File: src/design/pipe_params.svh
// Sizing constants shared by the package and the RTL
// Register indices and opcodes follow the RV32 base encoding
// Queue depth must be at least 2; any depth is accepted, not only powers of two

`ifndef PIPE_PARAMS_SVH
`define PIPE_PARAMS_SVH

// Width of a register index, 32 architectural registers
`define PIPE_REG_IDX_W 5

// Width of the major opcode field
`define PIPE_OPCODE_W 7

// Entries in the instruction queue between decode and issue
`define PIPE_QUEUE_DEPTH 4

`endif

File: src/design/pipe_pkg.sv
// Types shared by the decode, queue and issue logic
// Only the major opcodes below are classified, others are carried as raw values
// Register zero is hardwired and never counts as a read or a write

`include "pipe_params.svh"

package pipe_pkg;

    // Architectural register index
    typedef logic [`PIPE_REG_IDX_W-1:0] reg_idx_t;

    // Major opcodes that affect operand usage
    typedef enum logic [`PIPE_OPCODE_W-1:0]
    {
        OP_R_TYPE = 7'b0110011,
        OP_I_ALU  = 7'b0010011,
        OP_LOAD   = 7'b0000011,
        OP_STORE  = 7'b0100011,
        OP_BRANCH = 7'b1100011,
        OP_JALR   = 7'b1100111
    } opcode_e;

    // One decoded instruction as held in the queue
    typedef struct packed
    {
        // Raw major opcode, may hold a value outside the enum
        opcode_e  opcode;
        // Source and destination indices as received
        reg_idx_t src1;
        reg_idx_t src2;
        reg_idx_t dst;
        // Operand usage, already cleared for register zero
        logic     reads_src1;
        logic     reads_src2;
        logic     writes_dst;
    } decoded_instr_t;

endpackage

File: src/design/instr_decoder.sv
// Classifies the major opcode into source and destination usage
// One decoded instruction per input strobe, one cycle of latency
// No back-pressure; a strobe is always decoded
// Unknown opcodes read nothing and write nothing

`include "pipe_params.svh"

module instr_decoder
(
    input  logic                      clk,
    input  logic                      rst_n,
    input  logic                      in_valid,
    input  logic [`PIPE_OPCODE_W-1:0] op_code,
    input  pipe_pkg::reg_idx_t        src1,
    input  pipe_pkg::reg_idx_t        src2,
    input  pipe_pkg::reg_idx_t        dst,
    output logic                      dec_valid,
    output pipe_pkg::decoded_instr_t  dec_instr
);
    import pipe_pkg::*;

    // Usage by opcode class, before the register zero check
    logic use_src1;
    logic use_src2;
    logic use_dst;

    always_comb
    begin
        use_src1 = 1'b0;
        use_src2 = 1'b0;
        use_dst  = 1'b0;
        case (opcode_e'(op_code))
            // Two register operands and a result
            OP_R_TYPE:
            begin
                use_src1 = 1'b1;
                use_src2 = 1'b1;
                use_dst  = 1'b1;
            end
            // Store reads base and data, branch compares two registers
            OP_STORE, OP_BRANCH:
            begin
                use_src1 = 1'b1;
                use_src2 = 1'b1;
            end
            // Base or operand in src1, src2 field is an immediate
            OP_LOAD, OP_I_ALU, OP_JALR:
            begin
                use_src1 = 1'b1;
                use_dst  = 1'b1;
            end
            // Unknown opcode behaves as a bubble with no operands
            default:
            begin
                use_src1 = 1'b0;
            end
        endcase
    end

    // Strobe delayed by one cycle
    always_ff @(posedge clk)
    begin
        if (!rst_n)
            dec_valid <= 1'b0;
        else
            dec_valid <= in_valid;
    end

    // Payload captured on the strobe only
    always_ff @(posedge clk)
    begin
        if (in_valid)
        begin
            dec_instr.opcode     <= opcode_e'(op_code);
            dec_instr.src1       <= src1;
            dec_instr.src2       <= src2;
            dec_instr.dst        <= dst;
            // x0 is never a true dependency
            dec_instr.reads_src1 <= use_src1 && (src1 != '0);
            dec_instr.reads_src2 <= use_src2 && (src2 != '0);
            dec_instr.writes_dst <= use_dst && (dst != '0);
        end
    end

endmodule

File: src/design/instr_queue.sv
// Circular FIFO between decode and issue, payload type set by parameter
// A push while full is dropped even if a pop happens in the same cycle
// A dropped push sets overflow, which stays set until reset
// Head is read straight from storage, so an entry is visible one cycle after push

`include "pipe_params.svh"

module instr_queue
#(
    parameter type payload_t = logic [7:0],
    parameter int  DEPTH     = `PIPE_QUEUE_DEPTH
)
(
    input  logic     clk,
    input  logic     rst_n,
    input  logic     push,
    input  payload_t push_data,
    input  logic     pop,
    output logic     head_valid,
    output payload_t head_data,
    output logic     overflow
);
    localparam int PTR_W = $clog2(DEPTH);
    localparam int CNT_W = $clog2(DEPTH + 1);

    payload_t          mem [DEPTH];
    logic [PTR_W-1:0]  wr_ptr;
    logic [PTR_W-1:0]  rd_ptr;
    logic [CNT_W-1:0]  count;
    logic              full;
    logic              do_push;
    logic              do_pop;

    assign full       = (count == CNT_W'(DEPTH));
    assign head_valid = (count != '0);
    assign head_data  = mem[rd_ptr];
    assign do_push    = push && !full;
    // Pop without a valid head is ignored
    assign do_pop     = pop && head_valid;

    // Storage, no reset
    always_ff @(posedge clk)
    begin
        if (do_push)
            mem[wr_ptr] <= push_data;
    end

    // Pointers wrap explicitly so that any depth works
    always_ff @(posedge clk)
    begin
        if (!rst_n)
        begin
            wr_ptr   <= '0;
            rd_ptr   <= '0;
            count    <= '0;
            overflow <= 1'b0;
        end
        else
        begin
            if (do_push)
                wr_ptr <= (wr_ptr == PTR_W'(DEPTH - 1)) ? '0 : wr_ptr + 1'b1;
            if (do_pop)
                rd_ptr <= (rd_ptr == PTR_W'(DEPTH - 1)) ? '0 : rd_ptr + 1'b1;
            // Simultaneous push and pop leave the count unchanged
            if (do_push && !do_pop)
                count <= count + 1'b1;
            else if (do_pop && !do_push)
                count <= count - 1'b1;
            if (push && full)
                overflow <= 1'b1;
        end
    end

    // Consumer only pops a valid head
    a_pop_needs_head: assert property (@(posedge clk) disable iff (!rst_n)
        pop |-> head_valid);

    // Occupancy stays within the storage
    a_count_bound: assert property (@(posedge clk) disable iff (!rst_n)
        count <= CNT_W'(DEPTH));

endmodule

File: src/design/hazard_detector.sv
// Read-after-write check for the instruction at the queue head
// Compares against the destinations in execute and memory only
// Writeback writes before reads, so it is never a hazard source
// A destination of zero marks a bubble or a non-writing instruction

module hazard_detector
(
    input  pipe_pkg::reg_idx_t src1,
    input  pipe_pkg::reg_idx_t src2,
    input  logic               reads_src1,
    input  logic               reads_src2,
    input  pipe_pkg::reg_idx_t ex_dst,
    input  pipe_pkg::reg_idx_t mem_dst,
    output logic               stall
);
    // Stage holds a pending write
    logic ex_pending;
    logic mem_pending;

    // Per source and per stage matches
    logic src1_ex_hit;
    logic src1_mem_hit;
    logic src2_ex_hit;
    logic src2_mem_hit;

    // Conflict per source
    logic src1_conflict;
    logic src2_conflict;

    // x0 is never written, so a zero destination is no producer
    assign ex_pending  = (ex_dst != '0);
    assign mem_pending = (mem_dst != '0);

    // Producer one cycle ahead, still in execute
    assign src1_ex_hit  = ex_pending && (src1 == ex_dst);
    assign src2_ex_hit  = ex_pending && (src2 == ex_dst);

    // Producer two cycles ahead, in memory
    assign src1_mem_hit = mem_pending && (src1 == mem_dst);
    assign src2_mem_hit = mem_pending && (src2 == mem_dst);

    // Index fields only count when the instruction uses them
    assign src1_conflict = reads_src1 && (src1_ex_hit || src1_mem_hit);
    assign src2_conflict = reads_src2 && (src2_ex_hit || src2_mem_hit);

    // Either source pending holds the head
    assign stall = src1_conflict || src2_conflict;

endmodule

File: src/design/issue_pipeline.sv
// In-order issue from the queue head into execute, memory and writeback
// The head is held while a source is pending, bubbles enter execute meanwhile
// issue_valid is combinational and equals pop
// An instruction issued at t is in execute at t+1, memory at t+2, retires at t+3
// Non-writing instructions carry destination zero down the pipe

module issue_pipeline
(
    input  logic                     clk,
    input  logic                     rst_n,
    input  logic                     head_valid,
    input  pipe_pkg::decoded_instr_t head_instr,
    output logic                     pop,
    output logic                     issue_valid,
    output pipe_pkg::reg_idx_t       issue_dst,
    output logic                     retire_valid,
    output pipe_pkg::opcode_e        retire_op,
    output pipe_pkg::reg_idx_t       retire_dst
);
    import pipe_pkg::*;

    logic     stall;

    // Stage registers
    logic     ex_valid;
    logic     mem_valid;
    logic     wb_valid;
    opcode_e  ex_op;
    opcode_e  mem_op;
    opcode_e  wb_op;
    reg_idx_t ex_dst;
    reg_idx_t mem_dst;
    reg_idx_t wb_dst;

    hazard_detector i_hazard
    (
        .src1       (head_instr.src1),
        .src2       (head_instr.src2),
        .reads_src1 (head_instr.reads_src1),
        .reads_src2 (head_instr.reads_src2),
        .ex_dst     (ex_dst),
        .mem_dst    (mem_dst),
        .stall      (stall)
    );

    // Issue the head as soon as its operands are settled
    assign pop         = head_valid && !stall;
    assign issue_valid = pop;
    assign issue_dst   = (pop && head_instr.writes_dst) ? head_instr.dst : '0;

    // Valid and destination shift; a zero destination is a bubble for the detector
    always_ff @(posedge clk)
    begin
        if (!rst_n)
        begin
            ex_valid  <= 1'b0;
            mem_valid <= 1'b0;
            wb_valid  <= 1'b0;
            ex_dst    <= '0;
            mem_dst   <= '0;
            wb_dst    <= '0;
        end
        else
        begin
            ex_valid  <= pop;
            ex_dst    <= issue_dst;
            mem_valid <= ex_valid;
            mem_dst   <= ex_dst;
            wb_valid  <= mem_valid;
            wb_dst    <= mem_dst;
        end
    end

    // Opcode only matters alongside its valid bit
    always_ff @(posedge clk)
    begin
        ex_op  <= head_instr.opcode;
        mem_op <= ex_op;
        wb_op  <= mem_op;
    end

    assign retire_valid = wb_valid;
    assign retire_op    = wb_op;
    assign retire_dst   = wb_dst;

    // A stalled head is not issued and is still at the queue head next cycle
    a_stall_holds_head: assert property (@(posedge clk) disable iff (!rst_n)
        (head_valid && stall) |-> !issue_valid ##1 (head_valid && $stable(head_instr)));

endmodule

File: src/design/issue_top.sv
// Decoder feeding the instruction queue, drained by the issue pipeline
// Input has no back-pressure; a strobe into a full queue is lost and sets overflow
// Input to retire takes 5 cycles plus any stall cycles

`include "pipe_params.svh"

module issue_top
(
    input  logic                      clk,
    input  logic                      rst_n,
    input  logic                      in_valid,
    input  logic [`PIPE_OPCODE_W-1:0] op_code,
    input  pipe_pkg::reg_idx_t        src1,
    input  pipe_pkg::reg_idx_t        src2,
    input  pipe_pkg::reg_idx_t        dst,
    output logic                      issue_valid,
    output pipe_pkg::reg_idx_t        issue_dst,
    output logic                      retire_valid,
    output pipe_pkg::opcode_e         retire_op,
    output pipe_pkg::reg_idx_t        retire_dst,
    output logic                      overflow
);
    import pipe_pkg::*;

    // Decoder to queue
    logic           dec_valid;
    decoded_instr_t dec_instr;

    // Queue to issue
    logic           head_valid;
    decoded_instr_t head_instr;
    logic           pop;

    instr_decoder i_decoder
    (
        .clk       (clk),
        .rst_n     (rst_n),
        .in_valid  (in_valid),
        .op_code   (op_code),
        .src1      (src1),
        .src2      (src2),
        .dst       (dst),
        .dec_valid (dec_valid),
        .dec_instr (dec_instr)
    );

    instr_queue #(.payload_t(decoded_instr_t)) i_queue
    (
        .clk        (clk),
        .rst_n      (rst_n),
        .push       (dec_valid),
        .push_data  (dec_instr),
        .pop        (pop),
        .head_valid (head_valid),
        .head_data  (head_instr),
        .overflow   (overflow)
    );

    issue_pipeline i_issue
    (
        .clk          (clk),
        .rst_n        (rst_n),
        .head_valid   (head_valid),
        .head_instr   (head_instr),
        .pop          (pop),
        .issue_valid  (issue_valid),
        .issue_dst    (issue_dst),
        .retire_valid (retire_valid),
        .retire_op    (retire_op),
        .retire_dst   (retire_dst)
    );

endmodule

File: config.mk
export PLATFORM = sky130hd
export DESIGN_NAME = issue_top
export DESIGN_NICKNAME = d
export VERILOG_FILES = /design/src/design/pipe_pkg.sv /design/src/design/instr_decoder.sv /design/src/design/instr_queue.sv /design/src/design/hazard_detector.sv /design/src/design/issue_pipeline.sv /design/src/design/issue_top.sv
export VERILOG_INCLUDE_DIRS = /design/src /design/src/design
export SDC_FILE = /design/constraint.sdc
export NUM_CORES = 1
export LEC_CHECK = 0
export CORE_MARGIN = 4
export CORE_UTILIZATION = 26
export CTS_CLUSTER_DIAMETER = 120
export DETAILED_ROUTE_END_ITERATION = 6
export DONT_BUFFER_PORTS = 1
export PLACE_DENSITY_LB_ADDON = 0.08
export SETUP_SLACK_MARGIN = 0.2
export SLEW_MARGIN = 20
export SYNTH_ARGS = -nofsm -noshare
export SYNTH_HDL_FRONTEND = slang
export SYNTH_SLANG_ARGS = --single-unit
File: constraint.sdc
create_clock -name clk -period 6.5 [get_ports clk]
set_input_delay 0.325 -clock clk [delete_from_list [all_inputs] [get_ports clk]]
set_output_delay 0.325 -clock clk [all_outputs]
set_load 0.01 [all_outputs]
==> metrics, run 1 <==
ranking of synthesized cells by area edfxtp_1 60%, dfxtp_1 16%, mux4_2 5.4%; Leak 2.47 nW; Root Driver clkbuf_16; fin crit share 0.606; Synth Instances 345; Final Hold Viols 0; GP Congestion 0.733; Total GRT Usage 0.104; worst skew pair latency 430 ps; Worst setup SP type register; number of global-route vias before repair 3,051; endpoints failing setup 0; Antenna Nets Post-Route 0; vias 2,930; Die Ht 163 um; antenna violations before repair 0; Post-Route WL 12,800 um; area delta synth->final 19.6%; Overflow after GRT 0; r2r setup slk 2560 ps; syn_nets 377; post-layout minimum cycle time 3940 ps; Pwr per Cell Area 400 nW/um^2; Starting Density 0.265; CP endpoint kind register; status finished clean; Residual DRC 0; first-pass GRT wire length 19,600 um; clock power share 0.345; sw frac 0.285; Fillers 2,325; TritonRoute pass-1 iters 5; top cell type's share of synthesized area 0.602; sw power 0.849 mW; Die X 163 um; Seq/Total Area, Yosys 0.763; hpwl dp 7390 um; Setup Crit Path Kind reg2reg; nets 412; area leader, netlist edfxtp_1; Register Area 4760 sq um; Fmax 0.254 GHz; combinational power share 0.150; H-tree level count 4; Final Skew 10.5 ps; CTS clk-pin slew, worst paths 70 ps; Via density 4.12; Reg power frac 0.505; setup TNS 0 ps; #FFs+latches synth 175; FF-to-FF path depth 11; Post-Syn Area 6230 sq um; worst min path class in2reg; Hold Path End i_issue.mem_valid$_SDFF_PN0_; worst-path fanout max 31; max-cap violations 0; # diodes 0; hold path depth 1; Tightest Pin Transition 848 ps; Internal Power 2.13 mW; Die ar. 26,500 sq um; CTS tree built; CTS max path bufs 2; RSZ-0062 raised after global routing no; site row count 56; fin util 0.317; Core ar. 23,500 sq um; Critical R2R Capture i_queue.count[2]$_SDFFE_PN0P_; Data arrival, critical path 4290 ps; Syn Area/Cell 18.1 sq um; CTS Sinks 175; pin count of the biggest net entering global routing 32; Max VDD drop 0.132 mV; layout cells sized above 1 0.153; DRT iter0 DRCs 129; CTS Buf Count 17; Max Slew Vio Count 0; slew margin rel. 0.435; IO buf count 0; hold_sp rst_n; average wire per standard cell 18.0 um; Netlist cell types 38; area of the multi-input gates 1410 sq um; critical path required time 6850 ps; I/O Pins 45; Syn. warnings 0
[power groups by stage]
stage                     combinational (mW)  sequential [mW]  clock [mW]
after floorplan                        0.418             1.43           0
final                                  0.446             1.51        1.03
after detailed placement               0.438             1.54           0
after global placement                 0.440             1.54           0
after global routing                   0.501             1.54        1.12
after CTS                              0.457             1.52        1.07
[how the worst max path moves through the flow]
stage	startpoint	slack, ps	cells past startpoint	endpoint
final	register	2560	11	i_queue.count[2]$_SDFFE_PN0P_
after global routing	register	2270	11	i_queue.count[2]$_SDFFE_PN0P_
after CTS	register	2470	11	i_queue.count[2]$_SDFFE_PN0P_
after detailed placement	register	2480	11	i_queue.count[2]$_SDFFE_PN0P_
after global placement	register	2220	11	i_queue.count[2]$_SDFFE_PN0P_
after floorplan	register	3240	13	i_queue.count[2]$_SDFFE_PN0P_
[critical path, cell delays in order (launching register included)]
cell and delay, ps:
dfxtp_4 760, mux4_1 690, xor2_1 170, nor4_1 320, a22o_1 200, a211o_1 360
ha_1 250, inv_1 60, fa_1 420, xor2_1 170, or3_1 300, a21boi_0 160
[repair_timing]
action	CTS	global route
setup buffers	0	0
hold buffers	25	0
gates resized for setup	0	0
endpoints found under the hold margin	44	0
[area by class of cell]
type / count / share of cell area
flip-flops and latches: 175 / 0.638
multi-input cells: 154 / 0.188
clock buffers: 19 / 0.0638
well taps: 319 / 0.0535
repair buffers: 25 / 0.0349
clock inverters: 13 / 0.0176
inverters: 7 / 0.00352
[per-stage QoR]
| stage | setup WS [ps] | hold slack (ps) | power (mW) | std cells | cell area (sq um) |
|---|---|---|---|---|---|
| 4_1_cts | 2470 | 1.13 | 3.04 | 712 | 7460 |
| 6_report | 2560 | 25.7 | 2.98 | 712 | 7460 |
| 5_1_grt | 2270 | 3.49 | 3.15 | 712 | 7460 |
| 2_1_floorplan | 3240 | 310 | 1.85 | 345 | 6230 |
| 3_3_place_gp | 2220 | 310 | 1.98 | 655 | 6590 |
| 3_5_place_dp | 2480 | 312 | 1.98 | 655 | 6590 |
[synth_stat cells]
| master | instances |
|---|---|
| mux4_1 | 4 |
| inv_1 | 7 |
| a211o_1 | 1 |
| a21boi_1 | 1 |
| clkbuf_1 | 3 |
| nor3_1 | 14 |
| mux4_2 | 15 |
| buf_2 | 3 |
| mux2i_1 | 11 |
| a2111oi_0 | 1 |
| ha_1 | 6 |
| xnor2_1 | 10 |
| edfxtp_1 | 125 |
| fa_1 | 1 |
| buf_1 | 1 |
| a211oi_1 | 1 |
| a22o_1 | 1 |
| buf_6 | 2 |
| a31oi_1 | 1 |
| o32ai_1 | 1 |
| nor4_1 | 4 |
| nand3b_1 | 1 |
| nor2_1 | 8 |
| nand3_1 | 1 |
| o21ai_1 | 1 |
| and2_1 | 20 |
| mux2_2 | 6 |
| a21oi_1 | 5 |
| or3_1 | 1 |
| nand2_1 | 10 |
| o21ai_0 | 6 |
| nor2b_1 | 5 |
| nand2b_1 | 2 |
| nand4_1 | 2 |
| a21boi_0 | 1 |
| xor2_1 | 10 |
| or4_1 | 3 |
| dfxtp_1 | 50 |
[sequential cells by signal, indices dropped and copies added (netlist names), named ones only]
signal and cells:
i_issue.mem_valid 1, i_queue.overflow 1, i_issue.mem_op 7, i_queue.wr_ptr 2, i_issue.ex_valid 1, i_queue.rd_ptr 2, i_queue.count 3, i_decoder.dec_instr 25
i_issue.ex_op 7, i_queue.mem 100, i_issue.retire_valid 1, i_issue.mem_dst 5, i_issue.retire_dst 5, i_issue.ex_dst 5, i_decoder.dec_valid 1, i_issue.retire_op 7
[routing by layer]
layer,vias up,global-route usage,wire length [um]
li1,1383,-,-
met5,-,0,0
met1,1467,0.133,5890
met3,13,0.0362,647
met2,67,0.165,6140
met4,0,0.0332,137
[placed cells by master, fill, tap and decap left out, types with 7 or more instances in the layout]
cell type,Yosys,layout
inv_6,0,8
xnor2_1,10,10
nor2_1,8,8
dfxtp_1,50,48
nand2_1,10,10
xor2_1,10,10
mux4_2,15,15
and2_1,20,16
inv_1,7,7
clkbuf_16,0,19
mux2i_1,11,11
dlygate4sd3_1,0,24
edfxtp_1,125,125
nor3_1,14,14
[logic make-up (layout without fill, tap and decap cells)]
logic type      count (synthesis)  after routing  synth area share
compound gates                 20             20            0.0199
xor+xnor                       20             20            0.0281
fa+ha+maj                       7              7            0.0153
buf+inv                        16             64            0.0126
flops                         175            175             0.763
mux                            36             36            0.0996
simple gates                   71             71            0.0618
No activity file was read; power rests on OpenSTA's default activity.
==> run 2: changes to the inputs <==
clock period = 3.6 ns   (was 6.5 ns; I/O delays follow)
==> run 2 against run 1 <==
Combinational power grew 130%. Sequential power grew 74%. Critical path depth is the same. Via count grew 0.34%. First-iteration DRC count grew 19%. Setup slack lost 2200 ps. Sequential cell count is the same. Critical endpoint unchanged. Highest routed layer unchanged.
==> metrics, run 2 (synthesized netlist as in run 1, its figures left out) <==
status finished clean; post-route cell area 7550 sq um (+1.3%); biggest regs i_queue.mem: 100 flops, i_decoder.dec_instr: 25 flops; worst min path class in2reg; Finished Layout Cells 719 (+0.98%); Core ar. 23,500 sq um (unchanged); Max VDD drop 0.273 mV (+110%); combinational power share 0.184 (+0.034); H-tree level count 4 (unchanged); RSZ-0062 raised after global routing no; average wire per standard cell 17.8 um (-0.93%); fin crit share 0.909 (+0.303); Via density 4.09 (-0.64%); CTS Sinks 175 (unchanged); largest reg by FF count i_queue.mem; pin count of the biggest net entering global routing 27 (-16%); site row count 56 (unchanged); Inst Count DP 662 (+1.1%); Final Skew 10.8 ps (+0.324 ps); Internal Power 3.98 mW (+87%); Final Hold Viols 0 (unchanged); sw power 1.54 mW (+81%); number of global-route vias before repair 3,123 (+2.4%); Fmax 0.306 GHz (+20%); Tightest Pin Transition 858 ps (+10.0 ps); post-placement cell area 6640 sq um (+0.74%); area delta synth->final 21.2%; Die X 163 um (unchanged); IO buf count 0 (unchanged); WL met1 5820 um (-1.1%); post-layout minimum cycle time 3270 ps (-664 ps); Data arrival, critical path 3620 ps (-670 ps); endpoints failing setup 0 (unchanged); Reg power frac 0.475 (-0.030); worst-path fanout max 6 (-81%); layout cells sized above 1 0.190 (+0.0373); most common cell after layout, fill and taps aside edfxtp_1; nets 419 (+1.7%); Hold WS 16.7 ps (-9.00 ps); met2 WL post-DR 6140 um (-0.11%); vias 2,940 (+0.34%); GP Congestion 0.739 (+0.82%); CTS Buf Count 17 (unchanged); worst skew pair latency 430 ps (about the same); top layer in use met4; Worst setup SP type register; Starting Density 0.265 (unchanged); # diodes 0 (unchanged); Die Ht 163 um (unchanged); Place WS 175 ps (-2310 ps); sw frac 0.279 (-0.00566); commonest cells after routing, fill and taps aside 125 x edfxtp_1, 48 x dfxtp_1, 23 x dlygate4sd3_1; total power 5.52 mW (+85%); Residual DRC 0 (unchanged); CP endpoint kind register; final worst setup slack 328 ps (-2240 ps); Pwr per Cell Area 731 nW/um^2 (+83%); Die ar. 26,500 sq um (unchanged); Antenna Nets Post-Route 0 (unchanged); fin util 0.321 (+0.00415); first-pass GRT wire length 19,700 um (+0.46%); met3 WL 632 um (-2.3%); Total GRT Usage 0.103 (-0.000550); antenna violations before repair 0 (unchanged); slew margin rel. 0.428 (-0.00670); TritonRoute pass-1 iters 4 (-1); max reg flops 100 (unchanged); CTS max path bufs 2 (unchanged); Leak 2.52 nW (+1.9%); setup TNS 0 ps (unchanged); CTS tree built; clock power share 0.340 (-0.005); Overflow after GRT 0 (unchanged); hpwl dp 7800 um (+5.6%); CTS clk-pin slew, worst paths 70 ps (about the same); Max Slew Vio Count 0 (unchanged); Root Driver clkbuf_16; I/O Pins 45 (unchanged); DRT iter0 DRCs 153 (+19%); Post-Route WL 12,800 um (about the same); critical path required time 3950 ps (-2900 ps); Setup Crit Path Kind reg2reg; max-cap violations 0 (unchanged)
==> run 2: cell type report <==
class,instances,area (sq um)
fillers,2337,16000
repair buffers,32,330
flip-flops and latches,175,4760
multi-input cells,154,1420
inverters,7,26.3
well taps,319,399
clock buffers,21,514
clock inverters,11,104
==> run 2: worst max-delay path, cell delays in order, from the launching register on <==
cell and delay [ps]:
dfxtp_4 440, mux4_1 650, xor2_1 180, nor4_1 230
a22o_1 220, a211o_1 170, ha_1 190, inv_1 70
fa_1 420, xor2_1 170, or3_1 290, a21boi_0 170
==> run 2: metal layers <==
layer  vias up  GRT usage
li1       1393          -
met1      1479      0.133
met2        54      0.161
met3        14     0.0324
met4         0     0.0423
met5         -          0
==> run 2: final timing paths <==
| path | from | to | slack (ps) | cells after the start |
|---|---|---|---|---|
| worst max-delay path | register | i_queue.count[2]$_SDFFE_PN0P_ | 330 | 11 |
| worst min-delay path | op_code[5] | i_decoder.dec_instr[1]$_DFFE_PP_ | 20 | 2 |
| worst max register to register | register | i_queue.count[2]$_SDFFE_PN0P_ | 330 | 11 |
| worst min register to register | i_issue.mem_op[5]$_DFF_P_ | i_issue.retire_op[5]$_DFF_P_ | 330 | 0 |
==> run 2: power by group through the flow <==
stage	clock, mW	sequential [mW]	combinational (mW)
after global placement	0	2.67	0.943
after detailed placement	0	2.67	0.946
after global routing	2.05	2.66	1.13
after CTS	1.94	2.62	0.995
after floorplan	0	2.58	0.755
final	1.88	2.62	1.02
==> run 2: what timing repair did <==
item,4_1_cts,5_1_grt
buffers inserted,0,1
endpoints found under the hold margin,77,0
cloned,0,0
endpoints found under the setup margin,6,6
hold buffers,24,0
resized for setup,3,13
